## src/pd_config.svh

```systemverilog
// PID codes, device address and meta byte codes
// Packet and payload byte counts for the decoder

`ifndef PD_CONFIG_SVH
`define PD_CONFIG_SVH

// Token and data PIDs, complement nibble in the upper half
`define PD_PID_OUT   8'hE1
`define PD_PID_IN    8'h69
`define PD_PID_DATA0 8'hC3
`define PD_PID_DATA1 8'h4B

// Address sits in bits 7 to 1 of the token address byte
`define PD_DEV_ADDR 7'h61

// Meta byte after a DATA PID
`define PD_META_INTR 8'h00
`define PD_META_HASH 8'hFF

// Header payload split over DATA0 and DATA1
`define PD_CHUNK0_BYTES 64
`define PD_CHUNK1_BYTES 16

// Whole packet lengths, PID included
`define PD_TOKEN_BYTES 3
`define PD_INTR_BYTES  4
`define PD_CRC_BYTES   2

`endif

```

## src/pd_pkg.sv

```systemverilog
// Shared types for the packet decoder
// PID, state and block select enums; byte and buffer load structs

`default_nettype none

package pd_pkg;

	// Classified PID of the first byte of a packet
	typedef enum logic [2:0]
	{
		PID_OUT,
		PID_IN,
		PID_DATA0,
		PID_DATA1,
		PID_BAD
	} pd_pid_t;

	typedef enum logic [3:0]
	{
		IDLE,
		TOKEN_ADDR,
		TOKEN_CRC,
		DATA_META,
		DATA_PAYLOAD,
		DATA_CRC,
		INTR_TAIL,
		WAIT_EOP,
		DROP
	} pd_state_t;

	// Which 512-bit block goes to the hasher
	typedef enum logic
	{
		SEL_BLOCK0,
		SEL_BLOCK1
	} pd_hash_sel_t;

	// Received byte with its one-cycle strobe
	typedef struct packed
	{
		logic [7:0] data;
		logic       strobe;
	} pd_rx_byte_t;

	// Controller to chunk buffer; chunk 0 is DATA0, chunk 1 is DATA1
	typedef struct packed
	{
		logic       write;
		logic       chunk;
		logic [5:0] index;
		logic [7:0] data;
		logic       clear;
	} pd_load_t;

endpackage

`default_nettype wire

```

## src/pd_pid_decoder.sv

```systemverilog
// PID decoder
// Complement nibble check and classification of the four known PIDs

`default_nettype none

`include "pd_config.svh"

module pd_pid_decoder
(
	input  pd_pkg::pd_rx_byte_t rx_byte,
	output pd_pkg::pd_pid_t     pid
);

	logic nibble_ok;

	// Upper nibble must be the inverse of the lower one
	assign nibble_ok = (rx_byte.data[7:4] == ~rx_byte.data[3:0]);

	always_comb
	begin
		pid = pd_pkg::PID_BAD;
		if (nibble_ok)
		begin
			case (rx_byte.data)
				`PD_PID_OUT:
					pid = pd_pkg::PID_OUT;
				`PD_PID_IN:
					pid = pd_pkg::PID_IN;
				`PD_PID_DATA0:
					pid = pd_pkg::PID_DATA0;
				`PD_PID_DATA1:
					pid = pd_pkg::PID_DATA1;
				// Valid complement but a code this device does not handle
				default:
					pid = pd_pkg::PID_BAD;
			endcase
		end
	end

endmodule

`default_nettype wire

```

## src/pd_controller.sv

```systemverilog
// Packet FSM with byte counting and token address match
// DATA0/DATA1 ordering, length check, outcome pulses and buffer writes

`default_nettype none

`include "pd_config.svh"

module pd_controller
(
	input  logic                tb_clk,
	input  logic                reset,
	input  pd_pkg::pd_rx_byte_t rx_byte,
	input  pd_pkg::pd_pid_t     pid,
	input  logic                end_pulse,
	input  logic                hash_done,
	input  logic                valid_hash,
	output pd_pkg::pd_load_t    load,
	output logic                p_error,
	output logic                transmit_ack,
	output logic                r_enable,
	output logic                new_block,
	output logic                host_ready
);

	pd_pkg::pd_state_t state;
	pd_pkg::pd_pid_t   cur_pid;
	logic [6:0]        cnt;
	logic [6:0]        exp_len;
	logic [5:0]        pay_idx;
	logic              out_armed;
	logic              chunk0_valid;
	logic              pending;
	logic              drop_err;
	logic              intr_pkt;
	logic              is_data1;
	logic              pay_last;
	logic              end_ok;

	assign is_data1 = (cur_pid == pd_pkg::PID_DATA1);
	assign pay_last = is_data1 ? (pay_idx == 6'(`PD_CHUNK1_BYTES - 1))
		: (pay_idx == 6'(`PD_CHUNK0_BYTES - 1));

	// Packet ended in a live state with the length it promised
	assign end_ok = end_pulse && (state != pd_pkg::IDLE) && (state != pd_pkg::DROP)
		&& (cnt == exp_len);

	always_comb
	begin
		load.write = rx_byte.strobe && !end_pulse && (state == pd_pkg::DATA_PAYLOAD);
		load.chunk = is_data1;
		load.index = pay_idx;
		load.data  = rx_byte.data;
		load.clear = end_ok && intr_pkt;
	end

	always_ff @(posedge tb_clk)
	begin
		if (reset)
		begin
			state        <= pd_pkg::IDLE;
			cur_pid      <= pd_pkg::PID_BAD;
			cnt          <= '0;
			exp_len      <= '0;
			pay_idx      <= '0;
			out_armed    <= 1'b0;
			chunk0_valid <= 1'b0;
			pending      <= 1'b0;
			drop_err     <= 1'b0;
			intr_pkt     <= 1'b0;
			host_ready   <= 1'b0;
			p_error      <= 1'b0;
			transmit_ack <= 1'b0;
			r_enable     <= 1'b0;
			new_block    <= 1'b0;
		end
		else
		begin
			p_error      <= 1'b0;
			transmit_ack <= 1'b0;
			r_enable     <= 1'b0;
			new_block    <= 1'b0;
			if (end_pulse)
			begin
				state     <= pd_pkg::IDLE;
				cnt       <= '0;
				// An OUT only arms the packet right after it
				out_armed <= 1'b0;
				if (state == pd_pkg::DROP)
					p_error <= drop_err;
				else if ((state != pd_pkg::IDLE) && !end_ok)
					p_error <= 1'b1;
				else if (end_ok)
				begin
					case (cur_pid)
						pd_pkg::PID_OUT:
							out_armed <= 1'b1;
						pd_pkg::PID_IN:
						begin
							if (pending)
							begin
								r_enable <= 1'b1;
								pending  <= 1'b0;
							end
						end
						default:
						begin
							transmit_ack <= 1'b1;
							if (intr_pkt)
							begin
								// Job aborted
								chunk0_valid <= 1'b0;
								host_ready   <= 1'b0;
							end
							else if (is_data1)
							begin
								host_ready <= chunk0_valid;
								new_block  <= chunk0_valid;
							end
							else
								chunk0_valid <= 1'b1;
						end
					endcase
				end
			end
			else if (rx_byte.strobe)
			begin
				if (cnt != 7'h7f)
					cnt <= cnt + 7'd1;
				case (state)
					pd_pkg::IDLE:
					begin
						cur_pid  <= pid;
						drop_err <= 1'b0;
						intr_pkt <= 1'b0;
						exp_len  <= 7'(`PD_TOKEN_BYTES);
						case (pid)
							pd_pkg::PID_OUT, pd_pkg::PID_IN:
								state <= pd_pkg::TOKEN_ADDR;
							pd_pkg::PID_DATA0, pd_pkg::PID_DATA1:
							begin
								state    <= out_armed ? pd_pkg::DATA_META : pd_pkg::DROP;
								drop_err <= !out_armed;
							end
							default:
							begin
								state    <= pd_pkg::DROP;
								drop_err <= 1'b1;
							end
						endcase
					end
					// Foreign address drops silently
					pd_pkg::TOKEN_ADDR:
						state <= (rx_byte.data[7:1] == `PD_DEV_ADDR) ? pd_pkg::TOKEN_CRC
							: pd_pkg::DROP;
					pd_pkg::TOKEN_CRC, pd_pkg::DATA_CRC, pd_pkg::INTR_TAIL:
					begin
						if (cnt + 7'd1 == exp_len)
							state <= pd_pkg::WAIT_EOP;
					end
					pd_pkg::DATA_META:
					begin
						if (rx_byte.data == `PD_META_INTR)
						begin
							intr_pkt <= 1'b1;
							exp_len  <= 7'(`PD_INTR_BYTES);
							state    <= pd_pkg::INTR_TAIL;
						end
						else if (rx_byte.data != `PD_META_HASH)
						begin
							state    <= pd_pkg::DROP;
							drop_err <= 1'b1;
						end
						else if (is_data1 && !chunk0_valid)
						begin
							state    <= pd_pkg::DROP;
							drop_err <= 1'b1;
						end
						else
						begin
							state      <= pd_pkg::DATA_PAYLOAD;
							pay_idx    <= '0;
							host_ready <= 1'b0;
							// New DATA0 overwrites chunk 0, so it is stale until the end
							if (!is_data1)
								chunk0_valid <= 1'b0;
							exp_len <= is_data1
								? 7'(`PD_CHUNK1_BYTES + `PD_CRC_BYTES + 2)
								: 7'(`PD_CHUNK0_BYTES + `PD_CRC_BYTES + 2);
						end
					end
					pd_pkg::DATA_PAYLOAD:
					begin
						pay_idx <= pay_idx + 6'd1;
						if (pay_last)
							state <= pd_pkg::DATA_CRC;
					end
					// WAIT_EOP and DROP only count
					default:
						state <= state;
				endcase
			end
			// Set after the IN check so a same-cycle result is kept
			if (hash_done && valid_hash)
				pending <= 1'b1;
		end
	end

endmodule

`default_nettype wire

```

## src/pd_chunk_buffer.sv

```systemverilog
// Header byte store for the 80-byte block header
// Nonce increment and the two padded 512-bit hash blocks

`default_nettype none

`include "pd_config.svh"

module pd_chunk_buffer
(
	input  logic                 tb_clk,
	input  logic                 reset,
	input  pd_pkg::pd_load_t     load,
	input  logic                 increment,
	input  pd_pkg::pd_hash_sel_t hash_select,
	output logic [511:0]         data_to_hash,
	output logic [31:0]          bits_word
);

	logic [7:0]   head [`PD_CHUNK0_BYTES];
	logic [7:0]   tail [`PD_CHUNK1_BYTES];
	logic [31:0]  nonce;
	logic [31:0]  nonce_inc;
	logic [511:0] block0;
	logic [511:0] block1;

	// Nonce is tail bytes 12 to 15, little endian
	assign nonce     = {tail[15], tail[14], tail[13], tail[12]};
	assign nonce_inc = nonce + 32'd1;
	assign bits_word = {tail[11], tail[10], tail[9], tail[8]};

	always_ff @(posedge tb_clk)
	begin
		if (reset || load.clear)
		begin
			for (int i = 0; i < `PD_CHUNK0_BYTES; i++)
				head[i] <= '0;
			for (int i = 0; i < `PD_CHUNK1_BYTES; i++)
				tail[i] <= '0;
		end
		else
		begin
			if (increment)
			begin
				tail[12] <= nonce_inc[7:0];
				tail[13] <= nonce_inc[15:8];
				tail[14] <= nonce_inc[23:16];
				tail[15] <= nonce_inc[31:24];
			end
			// A byte write wins over the increment
			if (load.write)
			begin
				if (load.chunk)
					tail[load.index[3:0]] <= load.data;
				else
					head[load.index] <= load.data;
			end
		end
	end

	always_comb
	begin
		block0 = '0;
		block1 = '0;
		for (int i = 0; i < `PD_CHUNK0_BYTES; i++)
			block0[511 - 8 * i -: 8] = head[i];
		for (int i = 0; i < `PD_CHUNK1_BYTES; i++)
			block1[511 - 8 * i -: 8] = tail[i];
		// Pad byte after the 80-byte message, then its length in bits
		block1[383:376] = 8'h80;
		block1[63:0]    = 64'd640;
	end

	assign data_to_hash = (hash_select == pd_pkg::SEL_BLOCK1) ? block1 : block0;

endmodule

`default_nettype wire

```

## src/pd_target_expander.sv

```systemverilog
// Compact bits to 256-bit difficulty target
// Saturates to all ones when the target does not fit

`default_nettype none

module pd_target_expander
(
	input  logic [31:0]  bits_word,
	output logic [255:0] difficulty
);

	logic [7:0]   expo;
	logic [23:0]  mant;
	logic [7:0]   up;
	logic [7:0]   down;
	logic [287:0] wide;

	assign expo = bits_word[31:24];
	assign mant = bits_word[23:0];
	assign up   = expo - 8'd3;
	assign down = 8'd3 - expo;

	// Room above bit 255 to see what a left shift pushes out
	assign wide = {264'd0, mant} << {up[5:0], 3'b000};

	always_comb
	begin
		if (expo < 8'd3)
			difficulty = {232'd0, mant >> {down[1:0], 3'b000}};
		else if (expo > 8'd34)
			difficulty = (mant != '0) ? '1 : '0;
		else if (|wide[287:256])
			difficulty = '1;
		else
			difficulty = wide[255:0];
	end

endmodule

`default_nettype wire

```

## src/pd_top.sv

```systemverilog
// Packet decoder top level
// Input edge detectors, PID decoder, controller and header datapath

`default_nettype none

module pd_top
(
	input  logic                 tb_clk,
	input  logic                 reset,
	input  logic                 write_enable,
	input  logic [7:0]           rx_data,
	input  logic                 eop,
	input  pd_pkg::pd_hash_sel_t hash_select,
	input  logic                 increment,
	input  logic                 valid_hash,
	input  logic                 hash_done,
	output logic [511:0]         data_to_hash,
	output logic                 p_error,
	output logic                 host_ready,
	output logic [255:0]         difficulty,
	output logic                 new_block,
	output logic                 r_enable,
	output logic                 transmit_ack
);

	logic                we_q;
	logic                eop_q;
	logic                rx_strobe;
	logic [7:0]          rx_data_q;
	logic                end_pulse;
	logic [31:0]         bits_word;
	pd_pkg::pd_rx_byte_t rx_byte;
	pd_pkg::pd_pid_t     pid;
	pd_pkg::pd_load_t    load;

	// Rising edges only, so a held write_enable gives one byte
	always_ff @(posedge tb_clk)
	begin
		if (reset)
		begin
			we_q      <= 1'b0;
			eop_q     <= 1'b0;
			rx_strobe <= 1'b0;
			end_pulse <= 1'b0;
		end
		else
		begin
			we_q      <= write_enable;
			eop_q     <= eop;
			rx_strobe <= write_enable && !we_q;
			end_pulse <= eop && !eop_q;
		end
	end

	always_ff @(posedge tb_clk)
	begin
		if (write_enable && !we_q)
			rx_data_q <= rx_data;
	end

	assign rx_byte.data   = rx_data_q;
	assign rx_byte.strobe = rx_strobe;

	pd_pid_decoder u_pid_decoder
	(
		.rx_byte (rx_byte),
		.pid     (pid)
	);

	pd_controller u_controller
	(
		.tb_clk       (tb_clk),
		.reset        (reset),
		.rx_byte      (rx_byte),
		.pid          (pid),
		.end_pulse    (end_pulse),
		.hash_done    (hash_done),
		.valid_hash   (valid_hash),
		.load         (load),
		.p_error      (p_error),
		.transmit_ack (transmit_ack),
		.r_enable     (r_enable),
		.new_block    (new_block),
		.host_ready   (host_ready)
	);

	pd_chunk_buffer u_chunk_buffer
	(
		.tb_clk       (tb_clk),
		.reset        (reset),
		.load         (load),
		.increment    (increment),
		.hash_select  (hash_select),
		.data_to_hash (data_to_hash),
		.bits_word    (bits_word)
	);

	pd_target_expander u_target_expander
	(
		.bits_word  (bits_word),
		.difficulty (difficulty)
	);

endmodule

`default_nettype wire

```

## config.mk

```make
export PLATFORM = sky130hd
export DESIGN_NAME = pd_top
export DESIGN_NICKNAME = d
export VERILOG_FILES = /design/src/pd_pkg.sv /design/src/pd_pid_decoder.sv /design/src/pd_controller.sv /design/src/pd_chunk_buffer.sv /design/src/pd_target_expander.sv /design/src/pd_top.sv
export VERILOG_INCLUDE_DIRS = /design/src
export SDC_FILE = /design/constraint.sdc
export NUM_CORES = 2
export LEC_CHECK = 0
export BUFFER_PORTS_ARGS = -buffer_cell sky130_fd_sc_hd__buf_2
export CAP_MARGIN = 20
export CORE_MARGIN = 3
export CORE_UTILIZATION = 35
export DETAILED_ROUTE_END_ITERATION = 8
export GPL_TIMING_DRIVEN = 0
export PLACE_DENSITY_LB_ADDON = 0.2
export REMOVE_ABC_BUFFERS = 1
export SYNTH_ARGS = -nofsm -noshare
export SYNTH_HDL_FRONTEND = slang
export SYNTH_HIERARCHICAL = 1
export SYNTH_SLANG_ARGS = --single-unit
```

## constraint.sdc

```tcl
create_clock -name tb_clk -period 7.6 [get_ports tb_clk]
set_input_delay 1.52 -clock tb_clk [delete_from_list [all_inputs] [get_ports tb_clk]]
set_output_delay 1.52 -clock tb_clk [all_outputs]
set_load 0.005 [all_outputs]
```

---- After elaboration in Yosys (flattened, before gate mapping) ----
Memory sizes are Yosys's and may differ from the RTL's.
Cells that the tools add are included.
storage, ports and cells
  memories ................................ 2
  bits in registers ....................... 49
  word-level logic and storage cells ...... 249
  memory bits (writable) .................. 640
  bits of input ports ..................... 16
  output and inout bits ................... 773
operators by class
  equal/unequal tests ..................... 49
  bitwise operators ....................... 20
  reductions and logical operators ........ 54
  shifts and indexed selects .............. 2
  mux-type cells .......................... 95
  $add $sub $neg .......................... 5
  magnitude comparators ................... 2
memory list
  name                 words  bits a word  rd ports  clocked after memory_dff  wr ports  RTL line               RTL
  u_chunk_buffer.head  64     8            64        0                         64        pd_chunk_buffer.sv:19  logic [7:0] head [`PD_CHUNK0_BYTES];
  u_chunk_buffer.tail  16     8            16        0                         16        pd_chunk_buffer.sv:20  logic [7:0] tail [`PD_CHUNK1_BYTES];
operators with widths
  cell                                                                   number
  256-bit two-way mux                                                    4
  512-bit two-way mux                                                    1
  24-bit by 9-bit << shifter with 288-bit output                         1
  1-bit two-way mux                                                      59
  8-bit two-way mux                                                      6
  32-bit by 1-bit adder with 32-bit output, second input constant        1
  4-bit two-way mux                                                      8
  32-bit OR reduction                                                    1
  7-bit two-way mux                                                      4
  6-bit two-way mux                                                      4
  24-bit nonzero test                                                    1
  8-bit OR reduction                                                     3
  24-bit by 5-bit >> shifter with 24-bit output                          1
  2-bit != test, second input constant                                   11
  4-bit case mux with 5 select lines                                     1
  10-bit AND reduction                                                   2
  4-bit equality test, first input constant                              4
  8-bit by 7-bit equality test with 1-bit output, second input constant  2
  8-bit equality test, second input constant                             2
  5-bit AND reduction                                                    3
  7-bit equality test                                                    2
  7-bit case mux with 2 select lines                                     1
  2-bit nonzero test                                                     7
  4-bit by 3-bit equality test with 1-bit output, second input constant  3
  46 further kinds                                                       95

---- Depth between registers and ports, before layout ----
  word-level depth ........................ 11
  gate-level depth with buffers ........... 12
  depth with buffers taken out ............ 9

---- Modules after synthesis ----
Netlist, hierarchy kept.
modules (own cells, without submodules)
  module              area each (um^2)  instances  sequential area each (um^2)  cells an instance
  pd_chunk_buffer     29706.0           1          19218.4                      2317
  pd_target_expander  4668.2            1          0.0                          876
  pd_controller       2024.4            1          680.7                        252
  pd_top              364.1             1          320.3                        17
  pd_pid_decoder      52.6              1          0.0                          6

---- Least setup slack after synthesis ----
Ideal clock, no wire load.
  kind .................................... in2out
  start ................................... in hash_select
  end ..................................... out data_to_hash[414]
  stages on the path ...................... 4
  arrival time ............................ 2.726 ns
  data required time ...................... 6.080 ns
  setup slack ............................. 3.354 ns
  path buffers ............................ 3
  cell sequence ........................... clkbuf_1 clkbuf_1 clkbuf_1 mux2_2
on the way
  word-level cells in the longest chain between the ends .. 1
RTL lines
  element              RTL line               RTL
  start, declared      pd_top.sv:13           input pd_pkg::pd_hash_sel_t hash_select,
  512-bit two-way mux  pd_chunk_buffer.sv:73  assign data_to_hash = (hash_select == pd_pkg::SEL_BLOCK1) ? block1 : block0;
  end, declared        pd_top.sv:17           output logic [511:0] data_to_hash,
Every way passes these cells.

==> impl_metrics.toml <==
[synth]
post_synth_instance_area_um2 = 36820
post_synth_inst_count = 3468
synth_edf_count = 648
synth-warning-count = 6
yosys_register_bits = 686
ffs_w_async_s_r_synth_pct = 0
dominantRegCellSynth = "edfxtp_1"
sequential_to_total_area_share_from_yosys_stat_pct = 54.92
post_synth_num_cell_types = 91
synthesized_area_divided_by_synthesized_cell_count_um2 = 10.62

[routing]
routed_wire_length_per_instance_um = 23.50
drt-pass1-iter-count = 5
post-route-drc-count = 0
ant_nets = 0
detail_route.iter0.violations = 2244
postRouteWirelength_mm = 131.3
routed-via-count = 28490
detail_route.vias_per_cell = 5.097

[setup_path]
cp_max_fo = 48
critPathArrivalTime_ns = 4.85
crit_path_cell_trace = "ha_1 > or3_4 > or4_4 > o31ai_4 > buf_8 > nand2b_2 > o211ai_2 > buf_2"
timing.critical_path.slowest_cell_delay_ns = 0.72
crit_required_ns = 6.08
rrSetupSlack_ns = 2.41
crit_path_start_kind = "register"
reg2regPathDepth = 7
criticalPathCategory = "reg2out"
worstReg2RegStart = "u_controller/state[0]$_SDFFE_PP0P_"
reg2reg_end = "u_chunk_buffer/head[56][0]$_SDFFCE_PN0P_"
worstSetupEndpointType = "output port"
slowest_stage = "edfxtp_1"

[global_routing]
antenna_violations_before_repair = 4
first_global_vias = 26860
grt_remaining_overflow = 0
maximum_number_of_pins_on_one_net_before_global_route_repair = 142
grt_util_all_layers_pct = 22.96
grt_pass1_wl_mm = 185.4

[cts]
cts.clk_slew.worst_paths_ns = 0.06
cts-root-buf = "clkbuf_16"
cts_max_level = 3
clock_insertion_delay_worst_skew_ns = 0.64
cts_tree = "done"
hold_buffers = 0
cts_buffer_count = 79
ctsLongestPathBuffers = 3
postCtsResizedCells = 0
postCtsSetupRepairBufs = 0
clock_sink_count = 686

[power]
power_leakage_nw = 18.32
fin_total_pwr_mw = 9.052
pwr_density_cell_nw_per_um2 = 198.9
vdd_drop_max_mv = 0.1999

[placement]
placement.cell_area_um2 = 42820
gp_congestion = 0.8732
quantity_of_i_o_buffers_inserted_on_ports = 788
pre_cts_ws_ns = 1.918
detailed_place_hpwl_mm = 93.80

[finish]
nFillCells = 9993
area_delta_synth_final_pct = 23.63
share_of_cells_above_drive_strength_1_pct = 29.49
layout.cell_area.non_filler_um2 = 45510
layout.cells.most_common_list = "buf_2 (819), edfxtp_1 (648), and2_1 (626)"
layout.cells.most_common = "buf_2"
finish.net_count = 4162

[timing]
worst_slack_ns = 1.228
post-route-period-util_pct = 83.84
finalSetupViolations = 0
slew_headroom_pct = 21.01
fin_crit_ns = 6.372
timing.final.max_slew_violations = 0
total_negative_setup_slack_ns = 0
worst-slew-pin-transition_ns = 1.172
finalHoldViolCount = 0
fmax_mhz = 156.9
hold-worst-slack_ns = 0.4075
rsz_0062_raised_after_global_routing = "no"
final.setup_skew_ns = 0.02450

[status]
status = "completed"

[die]
floorplan.die_area_um2 = 109100
core-area_um2 = 103900
floorplan.initialDensity_pct = 35.42
number_of_top_level_design_ports = 789
chipHeight_um = 330.3
dieWidth_um = 330.3
floorplan.rows = 118

[flow_run]
cap_violations = 0

[hold_path]
hold_class = "reg2reg"
timing.hold.worst_endpoint = "end_pulse$_SDFF_PP0_"
hold_start = "eop_q$_SDFF_PP0_"
hold_depth = 1
## area by class of cell
class                           count  area (um^2)  area share [%]
Antenna cell                        7        17.52         0.03849
Clock buffer                       99         2072           4.552
Clock inverter                     42        385.4          0.8467
Inverter                           17        63.81          0.1402
Multi-Input combinational cell   2428        14930           32.79
Sequential cell                   686        20220           44.42
Tap cell                         1380         1727           3.794
Timing Repair Buffer              930         6103           13.41
## state kept, by name (all words and copies together) (netlist names), 3 cells and up
signal,count
u_controller/cnt,7
u_chunk_buffer/tail,128
u_controller/exp_len,4
rx_data_q,8
u_chunk_buffer/head,512
u_controller/pay_idx,6
u_controller/state,4
u_controller/cur_pid,3
## synthesized netlist by cell type (5+ instances only)
cell type | number | area (um^2)
a211oi_1 | 5 | 37.54
a21oi_1 | 233 | 1166
a221oi_1 | 16 | 140.1
a22oi_1 | 29 | 217.7
a2bb2oi_1 | 5 | 43.79
a31oi_1 | 5 | 31.28
a32oi_1 | 8 | 70.07
and2_1 | 626 | 3916
and3_1 | 13 | 81.33
buf_1 | 6 | 22.52
buf_2 | 55 | 275.3
buf_4 | 60 | 450.4
buf_6 | 8 | 90.09
clkbuf_1 | 206 | 773.2
dfxtp_1 | 38 | 760.7
edfxtp_1 | 648 | 19460
inv_1 | 16 | 60.06
mux2_2 | 139 | 1565
mux2i_1 | 11 | 110.1
nand2_1 | 161 | 604.3
nand2b_1 | 22 | 137.6
nand3_1 | 42 | 210.2
nand3b_1 | 8 | 60.06
nand4_1 | 17 | 106.4
nor2_1 | 284 | 1066
nor2_2 | 10 | 62.56
nor2b_1 | 394 | 2465
nor3_1 | 21 | 105.1
nor3_2 | 5 | 50.05
nor4_1 | 14 | 87.58
o211ai_1 | 11 | 82.58
o211ai_2 | 6 | 75.07
o21a_1 | 5 | 37.54
o21ai_0 | 137 | 685.7
o21ai_1 | 36 | 180.2
o31ai_1 | 8 | 60.06
or2_2 | 12 | 75.07
or3_1 | 11 | 68.82
or4_1 | 5 | 37.54
xnor2_1 | 27 | 236.5
xor2_1 | 20 | 175.2
## cells by family (layout without fill, tap and decap cells)
| kind of cell | Yosys count | count (layout) | synth area share [%] |
|---|---|---|---|
| multiplexers | 150 | 150 | 4.551 |
| flip-flops | 686 | 686 | 54.92 |
| adder cells (fa/ha/maj) | 4 | 4 | 0.1359 |
| AO/OA/AOI/OAI | 541 | 541 | 8.694 |
| buffers and inverters | 354 | 1088 | 4.605 |
| AND/OR/NAND/NOR | 1686 | 1686 | 25.98 |
| XOR/XNOR | 47 | 47 | 1.118 |
| other | 0 | 7 | 0 |
## worst max path at each step
stage	from	endpoint	slack, ns	depth (start not counted)
global placement	u_chunk_buffer/tail[11][0]$_SDFFCE_PN0P_	difficulty[195]	-10.98	6
finish	u_chunk_buffer/tail[11][0]$_SDFFCE_PN0P_	difficulty[2]	1.23	8
detailed placement	u_chunk_buffer/tail[11][0]$_SDFFCE_PN0P_	difficulty[2]	1.92	8
floorplan	u_chunk_buffer/tail[11][0]$_SDFFCE_PN0P_	difficulty[10]	-5.94	7
global route	u_chunk_buffer/tail[11][0]$_SDFFCE_PN0P_	difficulty[2]	0.99	8
CTS	u_chunk_buffer/tail[11][0]$_SDFFCE_PN0P_	difficulty[2]	1.21	8
## critical path, delay by kind of cell (launching register included)
family                     cells  cell delay [ns]
AOI/OAI and AO/OA              2             0.63
buffers and inverters          2             0.54
and+or+nand+nor                3             1.77
DFF                            1             0.72
adders and majority gates      1             0.51
## metrics by stage
| stage | cells | utilization (%) |
|---|---|---|
| after global placement | 5299 | 39.31 |
| after global routing | 5584 | 43.78 |
| after floorplan | 3131 | - |
| after CTS | 5543 | 43.56 |
| after detailed placement | 5402 | 41.20 |
| final | 5589 | 43.79 |
## power by group
group / switching [mW] / internal (mW)
clock network: 1.57 / 2.11
logic: 0.614 / 0.410
registers: 0.0907 / 4.26
total: 2.28 / 6.78
## metal layers
metal / track usage (%) / share of wire [%] / vias to the layer above
li1: - / - / 13320
met1: 28.16 / 40 / 13910
met2: 39.73 / 49 / 1035
met3: 5.123 / 7.2 / 219
met4: 8.054 / 3.7 / 0
met5: 0 / 0 / -
Power figures use the tool's default switching activity.
